===== src/cpu_ctl_cfg.svh =====
`ifndef CPU_CTL_CFG_SVH
`define CPU_CTL_CFG_SVH

// Datapath geometry
`define CPU_CTL_NUM_REGS     16
`define CPU_CTL_NUM_BUSES    3
`define CPU_CTL_WORD_W       16
`define CPU_CTL_BYTE_W       8
`define CPU_CTL_INSN_W       32
`define CPU_CTL_ROUTE_W      11

// Register 0 is the PC and register 15 takes the return address of CALL
`define CPU_CTL_PC_REG       4'd0
`define CPU_CTL_LINK_REG     4'd15

// Opcodes, found in bits 7:4 of the first instruction byte
`define CPU_CTL_OP_PUSH      4'h0
`define CPU_CTL_OP_POP       4'h1
`define CPU_CTL_OP_LFUN_RR   4'h2
`define CPU_CTL_OP_ADD_RR    4'h3
`define CPU_CTL_OP_SUB_RR    4'h4
`define CPU_CTL_OP_ROT_RR    4'h5
`define CPU_CTL_OP_ROT_RC    4'h6
`define CPU_CTL_OP_ADD_RC    4'h7
`define CPU_CTL_OP_MOV_RC    4'h8
`define CPU_CTL_OP_CALL      4'h9
`define CPU_CTL_OP_LFUN_RC   4'hA
`define CPU_CTL_OP_BEZ       4'hB
`define CPU_CTL_OP_BNEZ      4'hC
`define CPU_CTL_OP_BGEZ      4'hD
`define CPU_CTL_OP_LOAD      4'hE
`define CPU_CTL_OP_STORE     4'hF

// ALU operation codes
`define CPU_CTL_ALU_ADD      4'd0
`define CPU_CTL_ALU_ROTC     4'd1
`define CPU_CTL_ALU_SUB      4'd2
`define CPU_CTL_ALU_ROT      4'd3
`define CPU_CTL_ALU_LOGIC    4'd4
`define CPU_CTL_ALU_BEZ      4'd5
`define CPU_CTL_ALU_BNEZ     4'd6
`define CPU_CTL_ALU_BGEZ     4'd7

// Route codes steering the register input mux
`define CPU_CTL_ROUTE_ALU_RR 11'b00010000011
`define CPU_CTL_ROUTE_ALU_RI 11'b00010000101
`define CPU_CTL_ROUTE_IMM    11'b00101000000
`define CPU_CTL_ROUTE_PC     11'b00001000000

`endif


===== src/cpu_ctl_pkg.sv =====
`include "cpu_ctl_cfg.svh"

package cpu_ctl_pkg;

    typedef logic [$clog2(`CPU_CTL_NUM_REGS)-1:0] reg_idx_t;

    typedef enum logic [3:0] {
        ALU_ADD   = `CPU_CTL_ALU_ADD,
        ALU_ROTC  = `CPU_CTL_ALU_ROTC,
        ALU_SUB   = `CPU_CTL_ALU_SUB,
        ALU_ROT   = `CPU_CTL_ALU_ROT,
        ALU_LOGIC = `CPU_CTL_ALU_LOGIC,
        ALU_BEZ   = `CPU_CTL_ALU_BEZ,
        ALU_BNEZ  = `CPU_CTL_ALU_BNEZ,
        ALU_BGEZ  = `CPU_CTL_ALU_BGEZ
    } alu_op_t;

    // Assembled instruction with byte 0 in the low bits
    // The short immediate spans bits 23:8 and so overlaps b, c and imm_hi
    typedef struct packed {
        logic [`CPU_CTL_WORD_W-1:0] imm_hi;
        reg_idx_t                   b;
        reg_idx_t                   c;
        logic [3:0]                 opcode;
        reg_idx_t                   a;
    } insn_t;

    // What a micro-step writes into its destination register
    typedef enum logic [1:0] {
        UOP_ALU_RR,
        UOP_ALU_RI,
        UOP_IMM,
        UOP_PC
    } uop_kind_t;

    // One micro-step, bus index 0 is bus A, 1 is bus B, 2 is bus C
    typedef struct packed {
        uop_kind_t                                kind;
        reg_idx_t                                 dest;
        logic [`CPU_CTL_NUM_BUSES-1:0]            bus_en;
        reg_idx_t [`CPU_CTL_NUM_BUSES-1:0]        bus_reg;
        logic                                     use_carry;
        alu_op_t                                  alu_op;
        logic [3:0]                               logic_func;
        logic [`CPU_CTL_WORD_W-1:0]               imm;
        logic                                     sets_carry;
    } uop_t;

    function automatic logic [`CPU_CTL_WORD_W-1:0] short_imm(input insn_t i);
        return {i.imm_hi[7:0], i.b, i.c};
    endfunction

    function automatic logic [`CPU_CTL_WORD_W-1:0] long_imm(input insn_t i);
        return i.imm_hi;
    endfunction

endpackage


===== src/control_encoder.sv =====
`timescale 1ns/10ps
`include "cpu_ctl_cfg.svh"

module control_encoder import cpu_ctl_pkg::*; (
    input  logic                                           clk,
    input  logic                                           reset,
    input  uop_t                                           uop,
    input  logic                                           uop_valid,
    output logic                                           uop_ready,
    output logic                                           ctl_valid,
    input  logic                                           ctl_ready,
    output logic [`CPU_CTL_NUM_REGS-1:0]                   write_en,
    output logic [`CPU_CTL_NUM_REGS*`CPU_CTL_NUM_BUSES-1:0] output_en,
    output alu_op_t                                        alu_op,
    output logic [3:0]                                     alu_logic_func,
    output logic                                           alu_cin,
    output logic [`CPU_CTL_ROUTE_W-1:0]                    ctl_route,
    output logic [`CPU_CTL_WORD_W-1:0]                     immediate,
    input  logic                                           alu_cout
);

    logic                                           carry;
    logic                                           carry_now;
    logic                                           sets_carry_q;
    logic                                           uop_fire;
    logic                                           ctl_fire;
    logic [`CPU_CTL_NUM_REGS-1:0]                   write_en_d;
    logic [`CPU_CTL_NUM_REGS*`CPU_CTL_NUM_BUSES-1:0] output_en_d;
    logic                                           cin_d;
    logic [`CPU_CTL_ROUTE_W-1:0]                    route_d;

    assign uop_ready = !ctl_valid || ctl_ready;
    assign uop_fire  = uop_valid && uop_ready;
    assign ctl_fire  = ctl_valid && ctl_ready;

    // The carry out of a word leaving now feeds the word taken on the same edge
    assign carry_now = (ctl_fire && sets_carry_q) ? alu_cout : carry;

    ////////////////////////////////////////
    // Next control word
    ////////////////////////////////////////

    always_comb begin
        write_en_d  = '0;
        output_en_d = '0;
        write_en_d[uop.dest] = 1'b1;
        // Three enable bits per register, bus A in the lowest
        for (int b = 0; b < `CPU_CTL_NUM_BUSES; b++) begin
            if (uop.bus_en[b]) begin
                output_en_d[uop.bus_reg[b] * `CPU_CTL_NUM_BUSES + b] = 1'b1;
            end
        end
    end

    always_comb begin
        case (uop.alu_op)
            ALU_ADD:           cin_d = uop.use_carry ? carry_now : 1'b0;
            ALU_SUB:           cin_d = uop.use_carry ? carry_now : 1'b1;
            ALU_ROT, ALU_ROTC: cin_d = carry_now;
            default:           cin_d = 1'b0;
        endcase
    end

    always_comb begin
        case (uop.kind)
            UOP_ALU_RR: route_d = `CPU_CTL_ROUTE_ALU_RR;
            UOP_ALU_RI: route_d = `CPU_CTL_ROUTE_ALU_RI;
            UOP_IMM:    route_d = `CPU_CTL_ROUTE_IMM;
            default:    route_d = `CPU_CTL_ROUTE_PC;
        endcase
    end

    ////////////////////////////////////////
    // Output registers
    ////////////////////////////////////////

    always_ff @(posedge clk or posedge reset) begin
        if (reset) begin
            ctl_valid    <= 1'b0;
            write_en     <= '0;
            output_en    <= '0;
            carry        <= 1'b0;
            sets_carry_q <= 1'b0;
        end else begin
            carry <= carry_now;
            if (uop_fire) begin
                ctl_valid    <= 1'b1;
                write_en     <= write_en_d;
                output_en    <= output_en_d;
                sets_carry_q <= uop.sets_carry;
            end else if (ctl_fire) begin
                ctl_valid <= 1'b0;
            end
        end
    end

    always_ff @(posedge clk) begin
        if (uop_fire) begin
            alu_op         <= uop.alu_op;
            alu_logic_func <= uop.logic_func;
            alu_cin        <= cin_d;
            ctl_route      <= route_d;
            immediate      <= uop.imm;
        end
    end

    write_en_onehot: assert property (
        @(posedge clk) disable iff (reset)
        ctl_valid |-> $onehot0(write_en)
    ) else $error("control word writes more than one register");

endmodule


===== src/cpu_ctl_top.sv =====
`timescale 1ns/10ps
`include "cpu_ctl_cfg.svh"

module cpu_ctl_top import cpu_ctl_pkg::*; (
    input  logic                                           clk,
    input  logic                                           reset,
    input  logic [`CPU_CTL_BYTE_W-1:0]                     byte_data,
    input  logic                                           byte_valid,
    output logic                                           byte_ready,
    output logic                                           ctl_valid,
    input  logic                                           ctl_ready,
    output logic [`CPU_CTL_NUM_REGS-1:0]                   write_en,
    output logic [`CPU_CTL_NUM_REGS*`CPU_CTL_NUM_BUSES-1:0] output_en,
    output alu_op_t                                        alu_op,
    output logic [3:0]                                     alu_logic_func,
    output logic                                           alu_cin,
    output logic [`CPU_CTL_ROUTE_W-1:0]                    ctl_route,
    output logic [`CPU_CTL_WORD_W-1:0]                     immediate,
    input  logic                                           alu_cout
);

    insn_t fetch_insn, seq_insn;
    logic  fetch_valid, fetch_ready, seq_insn_valid, seq_insn_ready;
    uop_t  seq_uop, enc_uop;
    logic  seq_uop_valid, seq_uop_ready, enc_uop_valid, enc_uop_ready;

    insn_fetch fetch_i (
        .clk, .reset, .byte_data, .byte_valid, .byte_ready,
        .insn(fetch_insn), .insn_valid(fetch_valid), .insn_ready(fetch_ready)
    );

    stage_reg #(.payload_t(insn_t)) insn_stage_i (
        .clk, .reset,
        .in_data(fetch_insn), .in_valid(fetch_valid), .in_ready(fetch_ready),
        .out_data(seq_insn), .out_valid(seq_insn_valid), .out_ready(seq_insn_ready)
    );

    micro_sequencer seq_i (
        .clk, .reset,
        .insn(seq_insn), .insn_valid(seq_insn_valid), .insn_ready(seq_insn_ready),
        .uop(seq_uop), .uop_valid(seq_uop_valid), .uop_ready(seq_uop_ready)
    );

    stage_reg #(.payload_t(uop_t)) uop_stage_i (
        .clk, .reset,
        .in_data(seq_uop), .in_valid(seq_uop_valid), .in_ready(seq_uop_ready),
        .out_data(enc_uop), .out_valid(enc_uop_valid), .out_ready(enc_uop_ready)
    );

    control_encoder enc_i (
        .clk, .reset,
        .uop(enc_uop), .uop_valid(enc_uop_valid), .uop_ready(enc_uop_ready),
        .ctl_valid, .ctl_ready, .write_en, .output_en, .alu_op, .alu_logic_func,
        .alu_cin, .ctl_route, .immediate, .alu_cout
    );

endmodule


===== src/insn_fetch.sv =====
`timescale 1ns/10ps
`include "cpu_ctl_cfg.svh"

module insn_fetch import cpu_ctl_pkg::*; (
    input  logic                       clk,
    input  logic                       reset,
    input  logic [`CPU_CTL_BYTE_W-1:0] byte_data,
    input  logic                       byte_valid,
    output logic                       byte_ready,
    output insn_t                      insn,
    output logic                       insn_valid,
    input  logic                       insn_ready
);

    logic [`CPU_CTL_INSN_W-1:0] insn_q;
    logic [2:0]                 byte_cnt;
    logic [3:0]                 opcode;
    logic [2:0]                 len;
    logic                       byte_fire;

    // Instruction length in bytes for every opcode, dropped ones included
    function automatic logic [2:0] insn_len(input logic [3:0] op);
        case (op)
            `CPU_CTL_OP_PUSH, `CPU_CTL_OP_POP: return 3'd1;
            `CPU_CTL_OP_LFUN_RR, `CPU_CTL_OP_ADD_RR, `CPU_CTL_OP_SUB_RR,
            `CPU_CTL_OP_ROT_RR, `CPU_CTL_OP_ROT_RC: return 3'd2;
            `CPU_CTL_OP_ADD_RC, `CPU_CTL_OP_MOV_RC, `CPU_CTL_OP_CALL: return 3'd3;
            default: return 3'd4;
        endcase
    endfunction

    // The opcode is taken straight from the bus while byte 0 arrives
    assign opcode     = (byte_cnt == 3'd0) ? byte_data[7:4] : insn_q[7:4];
    assign len        = insn_len(opcode);
    assign byte_ready = !insn_valid;
    assign byte_fire  = byte_valid && byte_ready;
    assign insn       = insn_q;

    always_ff @(posedge clk or posedge reset) begin
        if (reset) begin
            byte_cnt   <= 3'd0;
            insn_valid <= 1'b0;
        end else if (insn_valid && insn_ready) begin
            byte_cnt   <= 3'd0;
            insn_valid <= 1'b0;
        end else if (byte_fire) begin
            byte_cnt <= byte_cnt + 3'd1;
            if (byte_cnt + 3'd1 == len) begin
                insn_valid <= 1'b1;
            end
        end
    end

    // Unused upper bytes of short instructions read as zero
    always_ff @(posedge clk) begin
        if (byte_fire) begin
            if (byte_cnt == 3'd0) begin
                insn_q <= {{(`CPU_CTL_INSN_W - `CPU_CTL_BYTE_W){1'b0}}, byte_data};
            end else begin
                insn_q[{byte_cnt[1:0], 3'b000} +: `CPU_CTL_BYTE_W] <= byte_data;
            end
        end
    end

    byte_cnt_range: assert property (
        @(posedge clk) disable iff (reset)
        byte_cnt <= 3'd4
    ) else $error("insn_fetch byte counter passed four");

endmodule


===== src/micro_sequencer.sv =====
`timescale 1ns/10ps
`include "cpu_ctl_cfg.svh"

module micro_sequencer import cpu_ctl_pkg::*; (
    input  logic  clk,
    input  logic  reset,
    input  insn_t insn,
    input  logic  insn_valid,
    output logic  insn_ready,
    output uop_t  uop,
    output logic  uop_valid,
    input  logic  uop_ready
);

    logic step;
    logic last_step;
    logic dropped;

    assign dropped = insn.opcode inside {`CPU_CTL_OP_PUSH, `CPU_CTL_OP_POP,
                                         `CPU_CTL_OP_LOAD, `CPU_CTL_OP_STORE};
    // Only CALL has a second step
    assign last_step  = (insn.opcode != `CPU_CTL_OP_CALL) || step;
    assign uop_valid  = insn_valid && !dropped;
    assign insn_ready = dropped || (uop_ready && last_step);

    always_ff @(posedge clk or posedge reset) begin
        if (reset) begin
            step <= 1'b0;
        end else if (uop_valid && uop_ready) begin
            step <= !last_step;
        end
    end

    ////////////////////////////////////////
    // Field decode per opcode
    ////////////////////////////////////////

    always_comb begin
        uop = '0;
        uop.dest       = insn.a;
        uop.logic_func = insn.c;
        case (insn.opcode)
            `CPU_CTL_OP_LFUN_RR: begin
                uop.kind       = UOP_ALU_RR;
                uop.bus_en     = 3'b011;
                uop.bus_reg[0] = insn.a;
                uop.bus_reg[1] = insn.b;
                uop.alu_op     = ALU_LOGIC;
            end
            `CPU_CTL_OP_ADD_RR, `CPU_CTL_OP_SUB_RR, `CPU_CTL_OP_ROT_RR: begin
                uop.kind       = UOP_ALU_RR;
                uop.dest       = insn.b;
                uop.bus_en     = 3'b011;
                uop.bus_reg[0] = insn.b;
                uop.bus_reg[1] = insn.c;
                uop.use_carry  = insn.a[3];
                uop.sets_carry = (insn.opcode != `CPU_CTL_OP_ROT_RR);
                case (insn.opcode)
                    `CPU_CTL_OP_ADD_RR: uop.alu_op = ALU_ADD;
                    `CPU_CTL_OP_SUB_RR: uop.alu_op = ALU_SUB;
                    default:            uop.alu_op = insn.a[3] ? ALU_ROTC : ALU_ROT;
                endcase
            end
            `CPU_CTL_OP_ROT_RC: begin
                // The rotate amount is the 4-bit field c
                uop.kind       = UOP_ALU_RI;
                uop.bus_en     = 3'b001;
                uop.bus_reg[0] = insn.a;
                uop.use_carry  = insn.a[3];
                uop.alu_op     = insn.a[3] ? ALU_ROTC : ALU_ROT;
                uop.imm        = {{(`CPU_CTL_WORD_W - 4){1'b0}}, insn.c};
            end
            `CPU_CTL_OP_ADD_RC: begin
                uop.kind       = UOP_ALU_RI;
                uop.bus_en     = 3'b001;
                uop.bus_reg[0] = insn.a;
                uop.alu_op     = ALU_ADD;
                uop.imm        = short_imm(insn);
            end
            `CPU_CTL_OP_MOV_RC: begin
                uop.kind = UOP_IMM;
                uop.imm  = short_imm(insn);
            end
            `CPU_CTL_OP_CALL: begin
                if (!step) begin
                    // Save the return address from the PC on bus B
                    uop.kind       = UOP_PC;
                    uop.dest       = `CPU_CTL_LINK_REG;
                    uop.bus_en     = 3'b010;
                    uop.bus_reg[1] = `CPU_CTL_PC_REG;
                end else begin
                    uop.kind       = UOP_ALU_RI;
                    uop.dest       = `CPU_CTL_PC_REG;
                    uop.bus_en     = 3'b001;
                    uop.bus_reg[0] = insn.a;
                    uop.alu_op     = ALU_ADD;
                    uop.imm        = short_imm(insn);
                end
            end
            `CPU_CTL_OP_LFUN_RC: begin
                uop.kind       = UOP_ALU_RI;
                uop.dest       = insn.b;
                uop.bus_en     = 3'b001;
                uop.bus_reg[0] = insn.b;
                uop.alu_op     = ALU_LOGIC;
                uop.imm        = long_imm(insn);
            end
            `CPU_CTL_OP_BEZ, `CPU_CTL_OP_BNEZ: begin
                uop.kind       = UOP_ALU_RI;
                uop.dest       = `CPU_CTL_PC_REG;
                uop.bus_en     = 3'b101;
                uop.bus_reg[0] = insn.b;
                uop.bus_reg[2] = insn.c;
                uop.alu_op     = (insn.opcode == `CPU_CTL_OP_BEZ) ? ALU_BEZ : ALU_BNEZ;
                uop.imm        = long_imm(insn);
            end
            `CPU_CTL_OP_BGEZ: begin
                // The sign test reads its operand from bus B here
                uop.kind       = UOP_ALU_RI;
                uop.dest       = `CPU_CTL_PC_REG;
                uop.bus_en     = 3'b011;
                uop.bus_reg[0] = insn.b;
                uop.bus_reg[1] = insn.c;
                uop.alu_op     = ALU_BGEZ;
                uop.imm        = long_imm(insn);
            end
            default: begin
            end
        endcase
    end

    no_dropped_opcode: assert property (
        @(posedge clk) disable iff (reset)
        insn_valid |-> !dropped
    ) else $error("micro_sequencer received an unsupported opcode");

endmodule


===== src/stage_reg.sv =====
`timescale 1ns/10ps

module stage_reg #(
    parameter type payload_t = logic
) (
    input  logic     clk,
    input  logic     reset,
    input  payload_t in_data,
    input  logic     in_valid,
    output logic     in_ready,
    output payload_t out_data,
    output logic     out_valid,
    input  logic     out_ready
);

    // Accept when empty or when the held item leaves on this edge
    assign in_ready = !out_valid || out_ready;

    always_ff @(posedge clk or posedge reset) begin
        if (reset) begin
            out_valid <= 1'b0;
        end else if (in_ready) begin
            out_valid <= in_valid;
        end
    end

    always_ff @(posedge clk) begin
        if (in_valid && in_ready) begin
            out_data <= in_data;
        end
    end

    // A stalled item must be presented unchanged on the next cycle
    stall_holds_data: assert property (
        @(posedge clk) disable iff (reset)
        out_valid && !out_ready |=> out_valid && $stable(out_data)
    ) else $error("stage_reg output changed while stalled");

endmodule


===== config.mk =====
export PLATFORM = sky130hd
export DESIGN_NAME = cpu_ctl_top
export DESIGN_NICKNAME = d
export VERILOG_FILES = /design/src/cpu_ctl_pkg.sv /design/src/control_encoder.sv /design/src/cpu_ctl_top.sv /design/src/insn_fetch.sv /design/src/micro_sequencer.sv /design/src/stage_reg.sv
export VERILOG_INCLUDE_DIRS = /design/src
export SDC_FILE = /design/constraint.sdc
export NUM_CORES = 1
export LEC_CHECK = 0
export BUFFER_PORTS_ARGS = -buffer_cell sky130_fd_sc_hd__buf_2
export CAP_MARGIN = 20
export CORE_ASPECT_RATIO = 2
export CORE_UTILIZATION = 45
export DETAILED_ROUTE_END_ITERATION = 10
export PLACE_DENSITY = 0.66
export SETUP_SLACK_MARGIN = 0.02
export SYNTH_ARGS = -nofsm -noshare
export SYNTH_HDL_FRONTEND = slang
export SYNTH_SLANG_ARGS = --single-unit

===== constraint.sdc =====
create_clock -name clk -period 3.55 [get_ports clk]
set_input_delay 0.1775 -clock clk [delete_from_list [all_inputs] [get_ports clk]]
set_output_delay 0.1775 -clock clk [all_outputs]
set_load 0.02 [all_outputs]

Word level (Yosys, flattened, before mapping)

Memories as Yosys holds them, arrays and structs flattened.
Cells that the tools add are included.

$add $sub $neg: 4
Multipliers: 3
Magnitude comparators: 8
Equal/unequal tests: 23
Shifts and indexed selects: 2
Mux-type cells: 39
Bitwise operators: 2
Reductions and logical operators: 47

Operator list:

| cell                                                                                  | number |
|---|---|
| 48-bit two-way mux                                                                    | 3 |
| 48-bit bitwise OR                                                                     | 2 |
| 32-bit by 1-bit greater-or-equal comparator with 1-bit output (second input constant) | 2 |
| 32-bit by 7-bit < comparator with 1-bit output (second input constant)                | 2 |
| 16-bit one-hot mux with 4 select lines                                                | 1 |
| 32-bit bitwise mux                                                                    | 1 |
| 4-bit equality test (second input constant)                                           | 8 |
| 8-bit by 7-bit variable shift with 32-bit output (first input constant)               | 1 |
| 8-bit by 7-bit variable part select with 32-bit output                                | 1 |
| 9-bit one-hot mux with 3 select lines                                                 | 1 |
| 4-bit one-hot mux with 3 select lines                                                 | 2 |
| 4-bit one-hot mux with 5 select lines                                                 | 1 |
| 1-bit demux with 6-bit select                                                         | 3 |
| 4-bit by 2-bit multiplier with 6-bit output (second input constant)                   | 3 |
| 4-bit by 2-bit equality test with 1-bit output (second input constant)                | 4 |
| 4-bit by 3-bit equality test with 1-bit output (second input constant)                | 4 |
| 16-bit two-way mux                                                                    | 1 |
| 4-bit one-hot mux with 2 select lines                                                 | 2 |
| 4-bit OR reduction                                                                    | 4 |
| 1-bit logical AND                                                                     | 12 |
| 1-bit two-way mux                                                                     | 12 |
| 3-bit one-hot mux with 4 select lines                                                 | 1 |
| 3-bit OR reduction                                                                    | 4 |
| 9-bit two-way mux                                                                     | 1 |
| 33 further kinds                                                                      | 52 |

Flip-flop bits (word level): 221
Bits in read-only memories: 48
Output and inout port bits: 102
Word-level logic and storage cells: 162
Memories: 1

Memories:

| name            | words | width | rd ports | clocked after memory_dff | write ports | line             | RTL |
|---|---|---|---|---|---|---|---|
| (no name shown) | 16    | 3     | 1        | 0                        | 0           | insn_fetch.sv:23 | `case (op)` |

Depth between registers and ports, before layout

Gate-level depths: netlist (run 1).

Word-level depth: 10
Mapped depth: 12
Gate-level depth less buffers: 11

Hierarchy

Synthesis (run 1) repeated with hierarchy kept, for this count alone.

Cell total of the unflattened synthesis: 877
Area total of the unflattened synthesis: 10248.6 um^2

By module, submodules not included:

| module                    | instances | cells each | area an instance (um^2) | seq. area each (um^2) |
|---|---|---|---|---|
| control_encoder           | 1         | 515        | 5124.9                  | 2577.5 |
| insn_fetch                | 1         | 165        | 1833.0                  | 1061.0 |
| stage_reg at uop_stage_i  | 1         | 52         | 1468.9                  | 1436.4 |
| stage_reg at insn_stage_i | 1         | 37         | 1018.5                  | 985.9 |
| micro_sequencer           | 1         | 108        | 803.3                   | 25.0 |

Worst setup path before layout (run 1)

OpenSTA, ideal clock, no wires.

Path kind: register to register
Start point: register insn_stage_i.out_data[5] (netlist bit)
End point: register seq_i.step
Setup time: 0.126 ns
Arrival: 3.613 ns
Slack: -0.190 ns
Stages on the path, launching flop included: 5
Period minus slack after synthesis: 3.740 ns
Path through: edfxtp_1 > and3_1 > or3b_2 > nor2_1 > mux2_2

Longest elaborated chain between the ends: 5

RTL lines:

| element                                                                      | line                  | RTL |
|---|---|---|
| from (decl)                                                                  | stage_reg.sv:11       | `output payload_t out_data,` |
| from (signal assigned)                                                       | stage_reg.sv:29       | `out_data <= in_data;` |
| 4-bit by 1-bit equality test with 1-bit output, or another cell as far along | micro_sequencer.sv:19 | `` assign dropped = insn.opcode inside {`CPU_CTL_OP_PUSH, `CPU_CTL_OP_POP, `` |
| 4-bit nonzero test                                                           | micro_sequencer.sv:19 |  |
| 1-bit logical NOT                                                            | micro_sequencer.sv:23 | `assign uop_valid = insn_valid && !dropped;` |
| 1-bit logical AND                                                            | micro_sequencer.sv:23 |  |
| 1-bit logical AND                                                            | micro_sequencer.sv:29 | `end else if (uop_valid && uop_ready) begin` |
| to (signal assigned)                                                         | micro_sequencer.sv:30 | `step <= !last_step;` |
| to (decl)                                                                    | micro_sequencer.sv:15 | `logic step;` |

Several ways; a longest one is shown, not always the timed one.
A chain may end at the register's enable or synchronous reset.

Worst setup path in the final report (run 1)

Start point: register uop_stage_i.out_data[34] (netlist bit)
End point: register enc_i.output_en[40]

Longest elaborated chain between the ends: 8

RTL lines:

| element                                                                                                                         | line                  | RTL |
|---|---|---|
| from (decl)                                                                                                                     | stage_reg.sv:11       |  |
| from (signal assigned)                                                                                                          | stage_reg.sv:29       |  |
| 4-bit by 2-bit multiplier with 6-bit output (no source line) *                                                                  | -                     |  |
| 6-bit by 2-bit adder with 7-bit output *                                                                                        | control_encoder.sv:50 | `` output_en_d[uop.bus_reg[b] * `CPU_CTL_NUM_BUSES + b] = 1'b1; `` |
| 32-bit by 1-bit greater-or-equal comparator with 1-bit output or 32-bit by 7-bit < comparator with 1-bit output (tied branches) | control_encoder.sv:50 |  |
| 1-bit logical AND                                                                                                               | control_encoder.sv:50 |  |
| 1-bit two-way mux                                                                                                               | control_encoder.sv:50 |  |
| 1-bit demux with 6-bit select *                                                                                                 | -                     |  |
| 48-bit bitwise OR (no source line) *                                                                                            | -                     |  |
| 48-bit two-way mux *                                                                                                            | control_encoder.sv:49 | `if (uop.bus_en[b]) begin` |
| to (signal assigned)                                                                                                            | control_encoder.sv:89 | `output_en <= output_en_d;` |
| to (decl)                                                                                                                       | control_encoder.sv:13 | `` output logic [`CPU_CTL_NUM_REGS*`CPU_CTL_NUM_BUSES-1:0] output_en, `` |

Mark *: on every way between the ends. The rest lies on a longest branch, timed or not.

==> qor.txt, run 1 <==
Status: completed
Area fraction of the dominant cell type after synthesis: 0.410
Vias per cell: 5.91
Flops & latches, synth: 213
Maxcap violations: 0
Final Skew: 16.0 ps
Worst r2r path cells: 10
GRT Resource Usage Total: 0.252
PD cells: 1010 nW/µm²
ANT cells: 0
Top cells by area, synth: edfxtp_1 41%, dfrtp_1 18%, a21oi_1 3.7%, nor2b_1 2.9%, nor2_1 2.9%
Core Util, Final: 0.531
Synthesized area: 10200 µm²
First-pass GRT wire length: 43.5 mm
Vias: 7679
Setup crit start: uop_stage_i.out_data[34]
WP depth: 10
CP endpoint kind: register
Clock Path Buffers: 3
CP dominant cell by count: inv_1
Place WS: 626 ps
Post-route minimum period: 2980 ps
Initial Util: 0.459
Crit-path max FO: 10
RSZ-0062 raised after global routing: false
Worst-Margin Slew: 908 ps
Critical path, cell by cell: inv_1 > ha_1 > inv_1 > ha_1 > inv_1 > fa_1 > xnor2_1 > nor3_1 > a221oi_1 > a21oi_1
Die footprint: 23300 µm²
Delay-heaviest family, CP: adder cells
WHS Path Cells: 2
Peak VDD IR: 0.000514 V
DP HPWL: 20.8 mm
Fmax: 0.335 GHz
Fin Setup TNS: 0 ps
# clock sinks: 213
Port Buffers: 108
Mean Syn Cell Area: 11.3 µm²
Share of layout cells above drive strength 1: 0.178
Most frequent cell after synthesis: edfxtp_1
Post-synth top cells: 139 x edfxtp_1, 78 x nor2_1, 76 x a21oi_1
Drt total wl: 28.2 mm
Post-synth EDFFs: 139
CTS tree: yes
CTS Buf Count: 20
WP buf/inv: 3
Worst reg-to-reg setup slack: 570 ps
Yosys top cell by area: edfxtp_1
Hold Fails Final Rpt: 0
Slew Limit Fails: 0
R2r endpoint: enc_i.output_en[40]
Critical path endpoint: enc_i.output_en[40]
Number of global-route vias before repair: 7679
Die W: 108 µm
Worst slew margin: 0.390
Io pins: 115
Row count: 77
Reg clk slew, reported paths: 70 ps
Main synth FF type: edfxtp_1
Synth Warn #: 0
Clock Tree Root: clkbuf_16
Gate Count Post-Synth: 901
Ys async rst share: 0.347
Overflow after GRT: 0
First-iteration detailed-routing DRC count: 398
Final setup margin: 569 ps
Gpl congestion: 1.05
Area delta synth->final: 15.5%
Hold WC Path Type: primary input to register
Sequential fraction of the synthesis area: 0.592
Die height: 215 µm
Crit path DAT: 3430 ps
Nets: 1048
Endpoints failing setup: 0
Worst reg2reg startpoint: uop_stage_i.out_data[34]
H-Tree Depth: 1
Worst Path Class, Setup: register to register
DR WL/cell: 21.7 µm
Startpoint types: register
Critical path's slowest cell: nor3_1
Post-CTS resize count: 0
Max stage delay on crit path: 690 ps
Final Cycle Share: 0.840
Clk_lat worst skew: 510 ps
Core Area: 22200 µm²
LEAKAGE: 4.56 nW
Worst hold start: byte_data[4]
Required time of the critical path: 3990 ps
Fillers: 1996
First-pass DRT Iterations: 6
Post-route DRC: 0
Initial antenna violation count: 0
Largest net degree at the start of global routing: 49
Antenna Nets Post-Route: 0
Synth cell types: 64
==> where the power goes <==
part / leakage [nW] / total, mW / switching (mW) / internal (mW)
Clock: 0.310 / 2.18 / 0.964 / 1.22
Sequential: 2.24 / 4.48 / 0.633 / 3.84
Combinational: 2.01 / 5.27 / 3.52 / 1.76
==> worst min path at each step <==
stage | slack [ps] | endpoint
finish | 40 | fetch_i.insn[4]
global placement | 90 | enc_i.output_en[24]
global route | 60 | fetch_i.insn[4]
floorplan | 340 | enc_i.carry
CTS | 30 | fetch_i.insn[4]
detailed placement | 90 | enc_i.output_en[24]
==> layout make-up <==
type	count	area, µm²	area share
clock buffer	23	522	0.0444
sequential	213	6030	0.512
timing repair buffer	136	773	0.0657
multi-input combinational	619	3880	0.330
clock inverter	13	141	0.0120
tap	276	345	0.0294
inverter	20	77.6	0.00660
==> flip-flops by register name (all words and copies together) (netlist names), 3 cells and up <==
| signal | flops |
|---|---|
| enc_i.immediate | 16 |
| insn_stage_i.out_data | 32 |
| enc_i.output_en | 48 |
| fetch_i.insn | 32 |
| enc_i.write_en | 16 |
| enc_i.alu_op | 3 |
| enc_i.ctl_route | 5 |
| enc_i.alu_logic_func | 4 |
| fetch_i.byte_cnt | 3 |
| uop_stage_i.out_data | 46 |
==> per-layer routing <==
metal	part of all wire	wire length [µm]	GRT usage	vias up
met4	0.061	1730	0.148	0
li1	-	-	-	3575
met1	0.32	9080	0.246	3708
met2	0.57	16000	0.478	291
met5	0	0	0	-
met3	0.052	1460	0.0412	105
==> kinds of logic after synthesis <==
group                    synth area share
adder cells (fa/ha/maj)            0.0329
buffers and inverters              0.0315
XOR/XNOR                          0.00602
multiplexers                      0.00664
AO/OA/AOI/OAI                       0.159
other                            0.000368
flip-flops                          0.592
AND/OR/NAND/NOR                     0.172
==> stage by stage <==
step           power, mW  cell area, µm²  hold slack (ps)  cells
5_1_grt             12.6           11800             59.9   1300
3_5_place_dp        9.73           11100             92.3   1259
6_report            11.9           11800             43.7   1300
4_1_cts             11.9           11800             30.4   1299
3_3_place_gp        9.65           11100             93.0   1259
2_1_floorplan       7.93           10200              340    906
==> worst register-to-register path, cell delays in order, from the launching register on <==
cell and delay, ps:
edfxtp_1 530, inv_1 80, ha_1 200, inv_1 50
ha_1 170, inv_1 60, fa_1 410, xnor2_1 200
nor3_1 690, a221oi_1 320, a21oi_1 200
==> what timing repair did <==
action,in CTS,in global routing
hold buffers,4,0
hold endpoints to repair,77,0
buffers inserted,0,0
==> placed cells by master (no fill, tap or decap), drive strengths merged, types with 11 or more instances in the layout <==
master | netlist | layout
a21oi | 76 | 76
nand3 | 39 | 39
and2 | 21 | 21
inv | 20 | 19
a22o | 24 | 24
a221oi | 11 | 11
o22a | 21 | 21
o21ai | 36 | 36
nor2 | 78 | 78
nand4 | 16 | 16
nor3 | 33 | 33
dfrtp | 74 | 74
o221ai | 18 | 18
clkbuf | 36 | 24
o31ai | 11 | 11
nor2b | 48 | 48
nand2 | 55 | 55
ha | 22 | 22
buf | 18 | 131
nand2b | 20 | 20
edfxtp | 139 | 139
Power figures use the tool's default switching activity.
==> inputs of run 2 (changes only) <==
ABC_AREA = 1   (was unset)
PLACE_DENSITY = unset   (was 0.66)
clock period = 2.8 ns   (was 3.55 ns; I/O delays follow)
==> qor.txt, run 2 <==
Worst Path Class, Setup: register to register
Ys async rst share: 0.347
First-pass DRT Iterations: 5
Largest register FFs: 48
Clock Tree Root: clkbuf_16
Synth Area in Simple Gates: 0.236
Top cells by area, synth: edfxtp_1 40%, dfrtp_1 18%, nand2_1 6.8%, nor2_1 6.0%, inv_1 4.9%
Area fraction of the dominant cell type after synthesis: 0.399
Non-Filler Instances: 1553
P_int: 7.09 mW
Max stage delay on crit path: 420 ps
WHS Path Cells: 3
Final Cycle Share: 0.855
Share of layout cells above drive strength 1: 0.185
Area of the multi-input gates: 3690 µm²
Gate Count Post-Synth: 1123
Top flop regs: enc_i.output_en: 48 flops, uop_stage_i.out_data: 46 flops
DP HPWL: 20.8 mm
Most frequent cells in the layout: 188 x nand2_1, 166 x nor2_1, 139 x edfxtp_1
Area share of fa/ha/maj cells after synthesis: 0.0321
Nets: 1297
PD cells: 900 nW/µm²
Drt total wl: 27.4 mm
Worst-Margin Slew: 857 ps
Post-CTS resize count: 0
WP buf/inv: 3
# clock sinks: 213
Core Area: 22700 µm²
Hold WC Path Type: primary input to register
Largest net degree at the start of global routing: 83
Vias: 8231
LEAKAGE: 5.50 nW
Overflow after GRT: 0
Delay-heaviest family, CP: adder cells
ANT cells: 0
Endpoints failing setup: 0
Clock power frac: 0.254
Synth cell types: 41
GRT Resource Usage Total: 0.240
Fmax: 0.418 GHz
Antenna Nets Post-Route: 0
FF+latch area: 6030 µm²
Vias per cell: 5.30
Die footprint: 23900 µm²
Critical path, cell by cell: ha_1 > ha_1 > inv_1 > fa_1 > xor2_1 > nand2_1 > nor2_1 > buf_4 > a21oi_1 > nand3_1 > nand2_1 > inv_1
Flops & latches, synth: 213
Hold Fails Final Rpt: 0
Flop pwr share: 0.425
Compound-gate portion of the synthesized area: 0.0758
DR WL/cell: 17.6 µm
First-pass GRT wire length: 42.8 mm
Main combinational cell family by area after synthesis: simple AND/OR/NAND/NOR gates
Placed cells: 1511
WP depth: 12
Peak VDD IR: 0.000707 V
Clk_lat worst skew: 520 ps
Logic pwr share: 0.321
CP endpoint kind: register
Net Switching: 3.92 mW
Gpl congestion: 0.980
Final setup margin: 406 ps
Required time of the critical path: 3250 ps
Post-Synth XOR/XNOR Area: 0.00419
Post-synth EDFFs: 139
Synth Warn #: 0
Sequential fraction of the synthesis area: 0.577
Largest Register: enc_i.output_en
Leading cell type in the layout, fill and taps excluded: nand2_1
CTS Buf Count: 20
Most frequent cell after synthesis: nand2_1
Die height: 218 µm
Fin Setup TNS: 0 ps
Die W: 110 µm
Initial antenna violation count: 0
Crit-path max FO: 8
Main synth FF type: edfxtp_1
Io pins: 115
Post-route minimum period: 2390 ps
Initial Util: 0.460
Net Sw Frac: 0.356
Clock Path Buffers: 3
Port Buffers: 108
Yosys top cell by area: edfxtp_1
Post-synth top cells: 189 x nand2_1, 166 x nor2_1, 139 x edfxtp_1
H-Tree Depth: 1
Worst slew margin: 0.429
Startpoint types: register
Worst r2r path cells: 12
Crit path DAT: 2840 ps
Area delta synth->final: 17.1%
Reg clk slew, reported paths: 70 ps
Place WS: 435 ps
Status: completed
First-iteration detailed-routing DRC count: 410
Critical path's slowest cell: edfxtp_1
Worst reg-to-reg setup slack: 410 ps
Post-route DRC: 0
Tightest hold margin: 23.4 ps
Maxcap violations: 0
Synthesized area: 10500 µm²
Fillers: 2126
Post-synthesis mux area share: 0.00108
Final Skew: 17.6 ps
Slew Limit Fails: 0
Mean Syn Cell Area: 9.31 µm²
CTS tree: yes
Number of global-route vias before repair: 8130
RSZ-0062 raised after global routing: false
Row count: 78
run 2: power groups by stage:
| stage | clock [mW] | combinational [mW] | sequential, mW |
|---|---|---|---|
| after floorplan | 0 | 1.87 | 5.20 |
| after global placement | 0 | 3.48 | 4.73 |
| after detailed placement | 0 | 3.53 | 4.76 |
| after CTS | 2.88 | 3.55 | 4.70 |
| after global routing | 3.00 | 3.94 | 4.78 |
| final | 2.80 | 3.54 | 4.68 |
run 2: cells by family after synthesis:
| group | count (synthesis) |
|---|---|
| AOI/OAI and AO/OA | 144 |
| xor gates and xnor gates | 5 |
| adders and majority gates | 25 |
| buffers and inverters | 190 |
| DFF | 213 |
| muxes | 1 |
| other | 1 |
| and+or+nand+nor | 544 |
run 2: per-layer routing:
metal / routed length (µm) / up-vias / global-route usage
met4: 1980 / 0 / 0.164
met3: 1100 / 99 / 0.0341
met1: 8800 / 3847 / 0.221
li1: - / 4043 / -
met2: 15500 / 242 / 0.462
met5: 0 / - / 0
run 2: final cells by class:
cell class,count,area share
sequential,213,0.492
multi-input combinational,725,0.302
timing repair buffer,156,0.0779
inverter,143,0.0439
clock buffer,23,0.0418
tap,280,0.0286
clock inverter,13,0.0134
run 2: timing repair:
item                                   4_1_cts  5_1_grt
buffers inserted                             0        0
hold buffers                                 6        0
endpoints found under the hold margin       44        0
run 2: worst paths after layout:
| kind | start | to |
|---|---|---|
| min | byte_data[4] | fetch_i.insn[4] |
| max in group asynchronous | reset | uop_stage_i.out_valid |
| min reg2reg | uop_stage_i.out_data[14] | enc_i.immediate[13] |
| max reg2reg | uop_stage_i.out_data[36] | enc_i.output_en[5] |
| min in group asynchronous | reset | enc_i.output_en[39] |
| max | uop_stage_i.out_data[36] | enc_i.output_en[5] |
run 2: stage by stage:
stage	utilization	area [µm²]	total power, mW
floorplan	-	10500	7.07
global placement	0.506	11500	8.21
detailed placement	0.506	11500	8.29
CTS	0.538	12200	11.1
global route	0.538	12200	11.7
finish	0.538	12200	11.0
run 2: tightest hold or removal path, cell delays in order:
cell    delay [ps]
buf_2          110
inv_1           60
nor2_1         100
